--- config.mk ---
export PLATFORM = sky130hd
export DESIGN_NAME = return_stack
export DESIGN_NICKNAME = d
export VERILOG_FILES = /design/src/design/bp_fetch_pkg.sv /design/src/design/return_stack.sv
export VERILOG_INCLUDE_DIRS = /design/src /design/src/design
export SDC_FILE = /design/constraint.sdc
export NUM_CORES = 1
export LEC_CHECK = 0
export BUFFER_PORTS_ARGS = -buffer_cell sky130_fd_sc_hd__buf_2
export CAP_MARGIN = 0
export CORE_MARGIN = 5
export CORE_UTILIZATION = 55
export DETAILED_ROUTE_END_ITERATION = 8
export HOLD_SLACK_MARGIN = 0.12
export MAX_ROUTING_LAYER = met4
export PLACE_DENSITY = 0.77
export SLEW_MARGIN = 20
export SYNTH_ARGS = -nofsm -noshare
export SYNTH_HDL_FRONTEND = slang
export SYNTH_SLANG_ARGS = --single-unit
--- constraint.sdc ---
create_clock -name clk -period 7.1 [get_ports clk]
set_input_delay 1.065 -clock clk [delete_from_list [all_inputs] [get_ports clk]]
set_output_delay 1.065 -clock clk [all_outputs]
set_load 0.03 [all_outputs]
--- src/design/bp_consts.svh ---
`ifndef BP_CONSTS_SVH
`define BP_CONSTS_SVH

////////////////////////////////////////////////////////////////////////////
// Branch target table geometry

// Sets per way
`define BP_ENTRIES 64

// Associativity of the table
`define BP_WAYS 2

// Tag bits, taken from the PC just above the set index
`define BP_TAG_W 16

////////////////////////////////////////////////////////////////////////////
// In-flight tracking and return stack

// Instruction ids in flight between fetch and execute
`define BP_MAX_IDS 8

// Return addresses kept before the oldest is overwritten
`define BP_RAS_DEPTH 4

`endif

--- src/design/bp_fetch_pkg.sv ---
`default_nettype none

`include "bp_consts.svh"

package bp_fetch_pkg;

    typedef logic [31:0] addr_t;
    typedef logic [$clog2(`BP_MAX_IDS)-1:0] instr_id_t;

    ////////////////////////////////////////////////////////////////////////////
    // Fetch side

    // Cycle N, starts the table read
    typedef struct packed {
        addr_t next_pc;
        logic new_mem_request;
    } fetch_req_t;

    // Cycle N+1, the PC being fetched and the id it gets
    typedef struct packed {
        addr_t if_pc;
        instr_id_t pc_id;
        logic pc_id_assigned;
    } fetch_tag_t;

    typedef struct packed {
        addr_t predicted_pc;
        logic use_prediction;
        logic is_branch;
        logic is_return;
        logic is_call;
    } prediction_t;

    ////////////////////////////////////////////////////////////////////////////
    // Execute side

    // Single-cycle pulse on valid
    typedef struct packed {
        logic valid;
        instr_id_t id;
        addr_t pc;
        addr_t target_pc;
        logic branch_taken;
        logic is_branch;
        logic is_return;
        logic is_call;
    } branch_result_t;

endpackage

`default_nettype wire

--- src/design/return_stack.sv ---
`timescale 1ns/100ps
`default_nettype none

`include "bp_consts.svh"

module return_stack
    import bp_fetch_pkg::*;
(
    input wire clk,
    input wire reset,
    input wire push,
    input wire pop,
    input wire addr_t push_addr,
    output addr_t top_addr,
    output logic empty
);

    localparam int PTR_W = $clog2(`BP_RAS_DEPTH);
    localparam int CNT_W = $clog2(`BP_RAS_DEPTH + 1);

    addr_t stack [`BP_RAS_DEPTH];

    logic [PTR_W-1:0] top_ptr;
    logic [PTR_W-1:0] next_ptr;
    logic [PTR_W-1:0] prev_ptr;
    logic [CNT_W-1:0] count;

    // Circular pointer arithmetic
    assign next_ptr = (top_ptr == PTR_W'(`BP_RAS_DEPTH - 1)) ? '0 : top_ptr + 1'b1;
    assign prev_ptr = (top_ptr == '0) ? PTR_W'(`BP_RAS_DEPTH - 1) : top_ptr - 1'b1;

    ////////////////////////////////////////////////////////////////////////////
    // Pointer and occupancy
    always_ff @(posedge clk) begin
        if (reset) begin
            top_ptr <= '0;
            count <= '0;
        end else if (push && !pop) begin
            top_ptr <= next_ptr;
            // Full stack drops its oldest entry
            if (count != CNT_W'(`BP_RAS_DEPTH))
                count <= count + 1'b1;
        end else if (pop && !push) begin
            top_ptr <= prev_ptr;
            count <= count - 1'b1;
        end
    end

    // Push with pop replaces the top in place
    always_ff @(posedge clk) begin
        if (push && pop)
            stack[top_ptr] <= push_addr;
        else if (push)
            stack[next_ptr] <= push_addr;
    end

    assign top_addr = stack[top_ptr];
    assign empty = (count == '0);

    no_pop_when_empty: assert property (@(posedge clk) disable iff (reset) pop |-> !empty)
        else $error("return_stack popped while empty");

endmodule

`default_nettype wire

# Word level (Yosys, flattened, before mapping)
# Memories as Yosys holds them, arrays and structs flattened. A register that Yosys moved wholly into a read port is not among the register bits.
# Index checks and enable logic that the tools add are counted.
[word_totals]
register_bits = 5
ram_bits = 128
memories = 1
out_inout_bits = 33
elab_cells = 37
in_bits = 36
[mem_list]
columns = ["memory", "depth", "word_bits", "rd", "rd_ports_with_merged_regs", "write_ports", "line", "source"]
rows = [
  ["stack", 4, 32, 1, 1, 1, "return_stack.sv:21", "addr_t stack [`BP_RAS_DEPTH];"],
]
[op_classes]
mux = 17
add_sub_neg = 4
eq_ne = 3
reduce_logical = 10
[op_table]
columns = ["operator", "count"]
rows = [
  ["2-to-1 mux 32 bit", 1],
  ["OR reduction 32 bit", 1],
  ["2-to-1 mux 2 bit", 7],
  ["2-to-1 mux 3 bit", 3],
  ["2-to-1 mux 1 bit", 6],
  ["adder 3 x 1 -> 3 bit, second input constant", 1],
  ["logical AND 1 bit", 3],
  ["zero test 3 bit", 1],
  ["inequality test 3 bit, second input constant", 1],
  ["subtractor 3 x 1 -> 3 bit, second input constant", 1],
  ["adder 2 x 1 -> 2 bit, second input constant", 1],
  ["equality test 2 bit, second input constant", 1],
  ["zero test 1 bit", 2],
  ["zero test 2 bit", 1],
  ["inequality test 2 x 1 -> 1 bit, second input constant", 1],
  ["AND reduction 2 bit", 1],
  ["nonzero test 2 bit", 1],
  ["subtractor 2 x 1 -> 2 bit, second input constant", 1],
]

# Depth between registers and ports, before layout
# Gate-level depths: netlist (run 1).
[logic_depth]
ltp_word = 6
ltp_mapped = 7
ltp_nobuf = 7

# Worst setup path after synthesis (run 1)
# Ideal clock, no wire load.
[synth_path]
kind = "in2reg"
startpoint = "input port pop"
endpoint = "memory stack[0][0] (netlist bit), enable pin"
cell_stages = 5
path_slack_ns = 3.462
setup_time_ns = 0.421
n_path_buf = 1
required_ns = 6.679
arrival_time_ns = 3.217
path_cell_list = "inv_1 > ha_1 > buf_2 > mux2_1 > nor2_1"
[synth_via]
elab_chain_len = 5
word_cells_on_any_way = 8
classes_between = "mux (6); reduce/logical (2)"
[synth_rtl]
columns = ["item", "line", "source"]
rows = [
  ["start, declared", "return_stack.sv:12", "input wire pop,"],
  ["logical AND 1 bit *", "return_stack.sv:51", "if (push && pop)"],
  ["2-to-1 mux 1 bit", "return_stack.sv:51", ""],
  ["2-to-1 mux 1 bit (implied by the code)", "return_stack.sv:54", "stack[next_ptr] <= push_addr;"],
  ["OR reduction 32 bit (no source line)", "-", ""],
  ["2-to-1 mux 2 bit (no source line) / 2-to-1 mux 1 bit (equally long branches)", "-", ""],
  ["end, declared", "return_stack.sv:21", ""],
]
# Mark *: on every way between the ends. The rest lies on a longest branch, timed or not.

==> results of run 1 <==
-- power groups by stage --
stage	Sequential [mW]	Clock, mW	Combinational [mW]
5_1_grt	1.01	0.955	0.362
3_3_place_gp	1.01	0	0.340
4_1_cts	1.00	0.915	0.345
3_5_place_dp	1.02	0	0.342
6_report	1.00	0.899	0.338
2_1_floorplan	0.994	0	0.257
-- worst min-delay path by stage --
stage	startpoint	endpoint	slack, ps	cells after the start
2_1_floorplan	count[0]	count[0]	470	2
3_3_place_gp	count[0]	count[0]	500	2
3_5_place_dp	count[0]	count[0]	510	2
4_1_cts	count[0]	count[0]	530	2
5_1_grt	count[0]	count[0]	550	2
6_report	count[0]	count[0]	520	2
-- logic make-up (layout without fill, tap and decap cells) --
group	Yosys count	in the layout	share of synthesized area [%]
AOI/OAI and AO/OA	13	13	1.599
xor gates and xnor gates	3	3	0.5166
adders and majority gates	7	7	1.722
buffers and inverters	13	106	1.500
DFF	135	135	78.31
muxes	36	36	14.98
and+or+nand+nor	16	16	1.377
-- registers in the layout (all words and copies together), names as in the netlist, named ones only --
| register | count |
|---|---|
| count | 3 |
| stack | 128 |
| top_ptr | 2 |
-- through the flow --
| stage | setup WS [ps] | power [mW] | hold slack (ps) |
|---|---|---|---|
| floorplan | 3462 | 1.251 | 472.4 |
| global placement | 3756 | 1.351 | 502.9 |
| detailed placement | 3717 | 1.360 | 508.2 |
| CTS | 3607 | 2.265 | 525.5 |
| global route | 3525 | 2.327 | 545.1 |
| finish | 3704 | 2.240 | 522.7 |
-- metal layers --
| metal | share of wire (%) | vias to the layer above | routed length (microns) |
|---|---|---|---|
| li1 | - | 1098 | - |
| met1 | 42 | 1209 | 3798 |
| met2 | 52 | 70 | 4729 |
| met3 | 4.4 | 15 | 403 |
| met4 | 1.6 | 0 | 149 |
| met5 | 0 | - | 0 |
-- placed cells by master (no fill, tap or decap), types with 2 or more instances in the layout --
| cell | count |
|---|---|
| a21oi_1 | 4 |
| buf_2 | 68 |
| bufinv_16 | 4 |
| clkbuf_16 | 16 |
| clkinv_4 | 2 |
| clkinvlp_4 | 4 |
| dfxtp_1 | 5 |
| dfxtp_2 | 2 |
| edfxtp_1 | 128 |
| ha_1 | 7 |
| inv_1 | 5 |
| inv_6 | 3 |
| mux2i_1 | 3 |
| mux4_2 | 32 |
| nand2_1 | 3 |
| nor2_1 | 4 |
| nor2_4 | 4 |
| nor2b_1 | 2 |
| nor3_1 | 2 |
| o21ai_0 | 2 |
| o21ai_1 | 2 |
| xnor2_1 | 2 |
-- critical path, cell delays in order, from the launching register on --
cell	delay, ps
dfxtp_2	500
buf_4	510
mux4_2	600
buf_2	200
-- layout make-up --
class / instances / area [sq um]
clock buffer: 18 / 417.9
clock inverter: 14 / 198.9
fill: 583 / 2943
inverter: 5 / 18.77
multi-input combinational: 75 / 1057
sequential: 135 / 3986
tap: 111 / 138.9
timing repair buffer: 69 / 347.8
==> impl_results.md, run 1 <==
- Syn Nets: between 200 and 300
- Die X: between 100 and 150 microns
- Final instance area: just over 0.006 sq mm
- Status: finished, final reports clean
- Core area: about 0.009 sq mm
- CTS resizes: 0
- Initial Utilization: 55.85%
- Final TNS setup: 0 ps
- Mean Syn Cell Area: roughly 23 sq um
- Setup bufs post-CTS: 0
- Final nets: 346
- Most frequent cells after synthesis: edfxtp_1 (128), mux4_2 (32), nor2_1 (8), dfxtp_1 (7), ha_1 (7)
- PortBufs: 68
- Setup crit end: top_addr[7]
- Fmax: 294.4 MHz
- Ys flop type: edfxtp_1
- Clock transition at path regs: 60 ps
- Met2 usage: between 20% and 30%
- Cts hold-fix bufs: 0
- Final setup viols: 0
- R2r setup slk: between 4000 and 5000 ps
- Die height: ~110 microns
- Most common cell in the synthesized netlist: edfxtp_1
- Netlist Area Pre-Place: 0.005087 sq mm
- Inserted Clock Buffers: 17
- Critical Path AT: ~2300 ps
- Filler-free cell count of the finished design: between 400 and 500
- Cell area power density: ~360 mW/mm^2
- CP Data Required Time: between 6000 and 7000 ps
- CP Max Fanout: 25
- N_diodes: 0
- First-pass GRT wire length: between 10000 and 15000 microns
- R2R depth: 5
- Seq pwr share: between 40% and 50%
- Htree depth: 4
- RSZ-0062 raised after global routing: no
- Area share of the largest cell type after synthesis: between 70% and 80%
- Routed vias/inst: 5.602
- Initial antenna violation count: 0
- VDD IR max: approximately 0.24 mV
- Maximum clock insertion buffer count: 2
- GP Congestion: 0.6880
- CTS sink count: 135
- Slew HR: a little under a third
- Critical Path Source Type: flip-flop
- P_int: 1.659 mW
- Average wire per standard cell: around 21 microns
- Die Area: about 0.011 sq mm
- Min-delay worst type: flip-flop to flip-flop
- Yosys warnings: 0
- Yosys top cell by area: edfxtp_1
- CTS root buf: clkbuf_8
- Ys async rst share: 0%
- Total track usage: 17.82%
- Psw: 581.3 uW
- CTS tree: yes
- DP Wirelength: 4955 microns
- Mapped Cells: between 200 and 250
- Leak Pwr: 2.133 nW
- DP Area: roughly 0.0055 sq mm
- Clock period minus worst slack: 3396 ps
- Part of the power in the clock network: between 40 and 50%
- Reg2reg end: stack[1][1]
- Critical path class: flip-flop to output port
- Area grow syn2layout: 21.20%
- Tcrit/Tclk final: 47.84%
- Dpl cells: between 300 and 400
- Largest net degree at the start of global routing: 33
- DRC Markers: 0
- Num rows: 35
- Top post-synthesis cells by area: edfxtp_1 (76%), mux4_2 (14%), dfxtp_1 (2.8%)
- WL final: approximately 9100 microns
- Worst setup EP type: output port
- Finished Core Util: about two thirds
- First-pass iteration count of the detailed router: 4
- Switch share: around a quarter
- Antenna viol nets, final: 0
- Final hold vios: 0
- Share of post-route cells with drive strength above 1: between 40% and 50%
- Seq/Total Area, Yosys: between 70% and 80%
- Post-synthesis register bit count: ~140
- IO Count: 69
- EDFF count, synth: approximately 130
- Max Slew Vio Count: 0
- Vias after detailed routing: between 2000 and 2500
- Gr busiest metal: met2
- Slew at the pin closest to its max-slew limit: ~1000 ps
- Met1 Resource Use GR: 23.00%
- Distinct cell type count of the synthesized netlist: 25
- Combinational share of power: about 15%
- Initial DRC Count: 195
- Number of max-cap violations: 0
- Final Skew: 7.519 ps
- Vias in the first global route: 2493
- Grt total ovfl: 0
- M3 GR Usage: under 10%
- Clock latency on the worst-skew pair: between 500 and 600 ps
- Worst r2r src: top_ptr[0]
No activity file was read; power rests on OpenSTA's default activity.
==> run 2, diff against run 1 <==
- clock period: 7.1 -> 3.55 ns (I/O delays scaled with it)
==> run 2 against run 1 <==
Net effect:
- utilization grew 0.082 points
- critical path depth did not move
- clock power up 78%
- cell count rose by 2.1%
- sequential cell count did not move
- largest cell class unchanged
- combinational power rose by 100%
- highest routed layer unchanged
- clock-buffer cell count down 1
- die area did not move
- via count rose by 1.2%
- register-to-register slack worse by 3500 ps
==> impl_results.md, run 2 (synthesized netlist as in run 1, its figures left out) <==
- First-pass GRT wire length: approximately 14000 microns
- Max reg flops: 128
- DP Wirelength: ~5700 microns
- CP Max Fanout: 20
- Final WS setup: about 650 ps
- N_diodes: 0
- VDD IR max: 0.6203 mV
- Final setup viols: 0
- Largest net degree at the start of global routing: 33
- Fmax: roughly 340 MHz
- Share of post-route cells with drive strength above 1: 45.23%
- Leak Pwr: 2.152 nW
- Final Skew: 5.040 ps
- Slew at the pin closest to its max-slew limit: 831.0 ps
- Htree depth: 4
- Critical Path AT: 2370 ps
- IO Count: 69
- Worst setup EP type: output port
- Average wire per standard cell: a little over 20 microns
- Final instance area: slightly above 0.006 sq mm
- Min-delay worst type: primary input to flip-flop
- DP Worst Slack: between 800 and 900 ps
- Die X: roughly 110 microns
- Most common cell after layout, fill and taps aside: edfxtp_1
- Die height: 106.2 microns
- Max Slew Vio Count: 0
- Clock period minus worst slack: a little under 3000 ps
- Inserted Clock Buffers: 17
- WL final: 8813 microns
- Clock transition at path regs: roughly 60 ps
- Status: finished, final reports clean
- Critical Path, Cell by Cell: buf_4, mux4_2, buf_2
- CTS sink count: roughly 140
- WP buf/inv: 2
- Tcrit/Tclk final: about four fifths
- CP Data Required Time: between 3000 and 4000 ps
- M3 GR Usage: between 4 and 5%
- Vias in the first global route: roughly 2600
- Number of max-cap violations: 0
- Initial DRC Count: 150
- Met2 usage: about 29%
- Maximum clock insertion buffer count: 2
- Routed vias/inst: around 5.6
- Antenna viol nets, final: 0
- Final TNS setup: 0 ps
- Final nets: ~360
- Gr busiest metal: met2
- Num rows: 35
- PortBufs: between 60 and 70
- Setup bufs post-CTS: 0
- First-pass iteration count of the detailed router: 4
- Max incr delay on CP: between 700 and 800 ps
- Core area: 0.009109 sq mm
- Critical path's slowest cell: dfxtp_2
- Critical path class: flip-flop to output port
- Grt total ovfl: 0
- RSZ-0062 raised after global routing: no
- DP Area: around 0.0056 sq mm
- Cts hold-fix bufs: 0
- Biggest registers after layout: stack: 128 flops, count: 3 flops, top_ptr: 2 flops
- CP delay by family, top: flip-flops
- Met1 Resource Use GR: slightly above 20%
- Die Area: roughly 0.011 sq mm
- Initial Utilization: between 50% and 60%
- Fill cell total of the finished layout: just over 600
- Total track usage: around 17%
- Area of the multi-input gates: ~0.0011 sq mm
- GP Congestion: 0.7325
- CTS tree: yes
- CTS root buf: clkbuf_8
- Slew HR: around 45%
- Initial antenna violation count: 0
- Reg with most FFs: stack
- Cell area power density: ~700 mW/mm^2
- CTS resizes: 0
- Final hold vios: 0
- Area grow syn2layout: 21.35%
- Commonest cells after routing, fill and taps aside: edfxtp_1 (128), buf_2 (68), mux4_2 (32)
- Critical Path Source Type: flip-flop
- FF/Latch Area: approximately 0.0040 sq mm
- DRC Markers: 0
- Vias after detailed routing: between 2000 and 2500
- Clock latency on the worst-skew pair: a little over 500 ps
[run 2: cell types whose count changed in the layout (fill, tap and decap cells not counted)]
cell / change
inv_6: +3
clkinv_4: +1
buf_4: +9
clkinv_1: +1
clkbuf_1: -1
clkinv_2: -1
bufinv_16: -3
[run 2: per-stage QoR]
stage	hold WS, ps	util (%)	instances	power, mW
2_1_floorplan	472.4	-	223	2.502
3_3_place_gp	499.3	61.66	404	2.723
3_5_place_dp	510.8	61.66	404	2.739
4_1_cts	208.2	67.77	436	4.341
5_1_grt	219.9	67.77	436	4.478
6_report	233.7	67.77	436	4.301
[run 2: path summary, 6_finish.rpt]
check,slack (ps),to,depth (start not counted),from
max,650,top_addr[14],3,flip-flop
min,230,stack[0][0],1,push_addr[0]
max reg2reg,1250,stack[1][12],6,top_ptr[0]
min reg2reg,520,count[0],2,count[0]
[run 2: layout make-up]
class                           instances  area share, %
Clock inverter                         15          2.311
Clock buffer                           17          6.709
Sequential cell                       135          64.57
Timing Repair Buffer                   78          6.729
Multi-Input combinational cell         75          17.13
Tap cell                              111          2.250
Inverter                                5         0.3040
[run 2: per-layer routing]
metal	up-vias	part of all wire, %
li1	1105	-
met1	1245	41
met2	58	53
met3	12	4.2
met4	0	1.6
met5	-	0
[run 2: report_power, final]
part	switching, mW	internal (mW)	total [mW]
logic	0.427	0.263	0.691
registers	0.0844	1.92	2.01
clock network	0.663	0.940	1.60
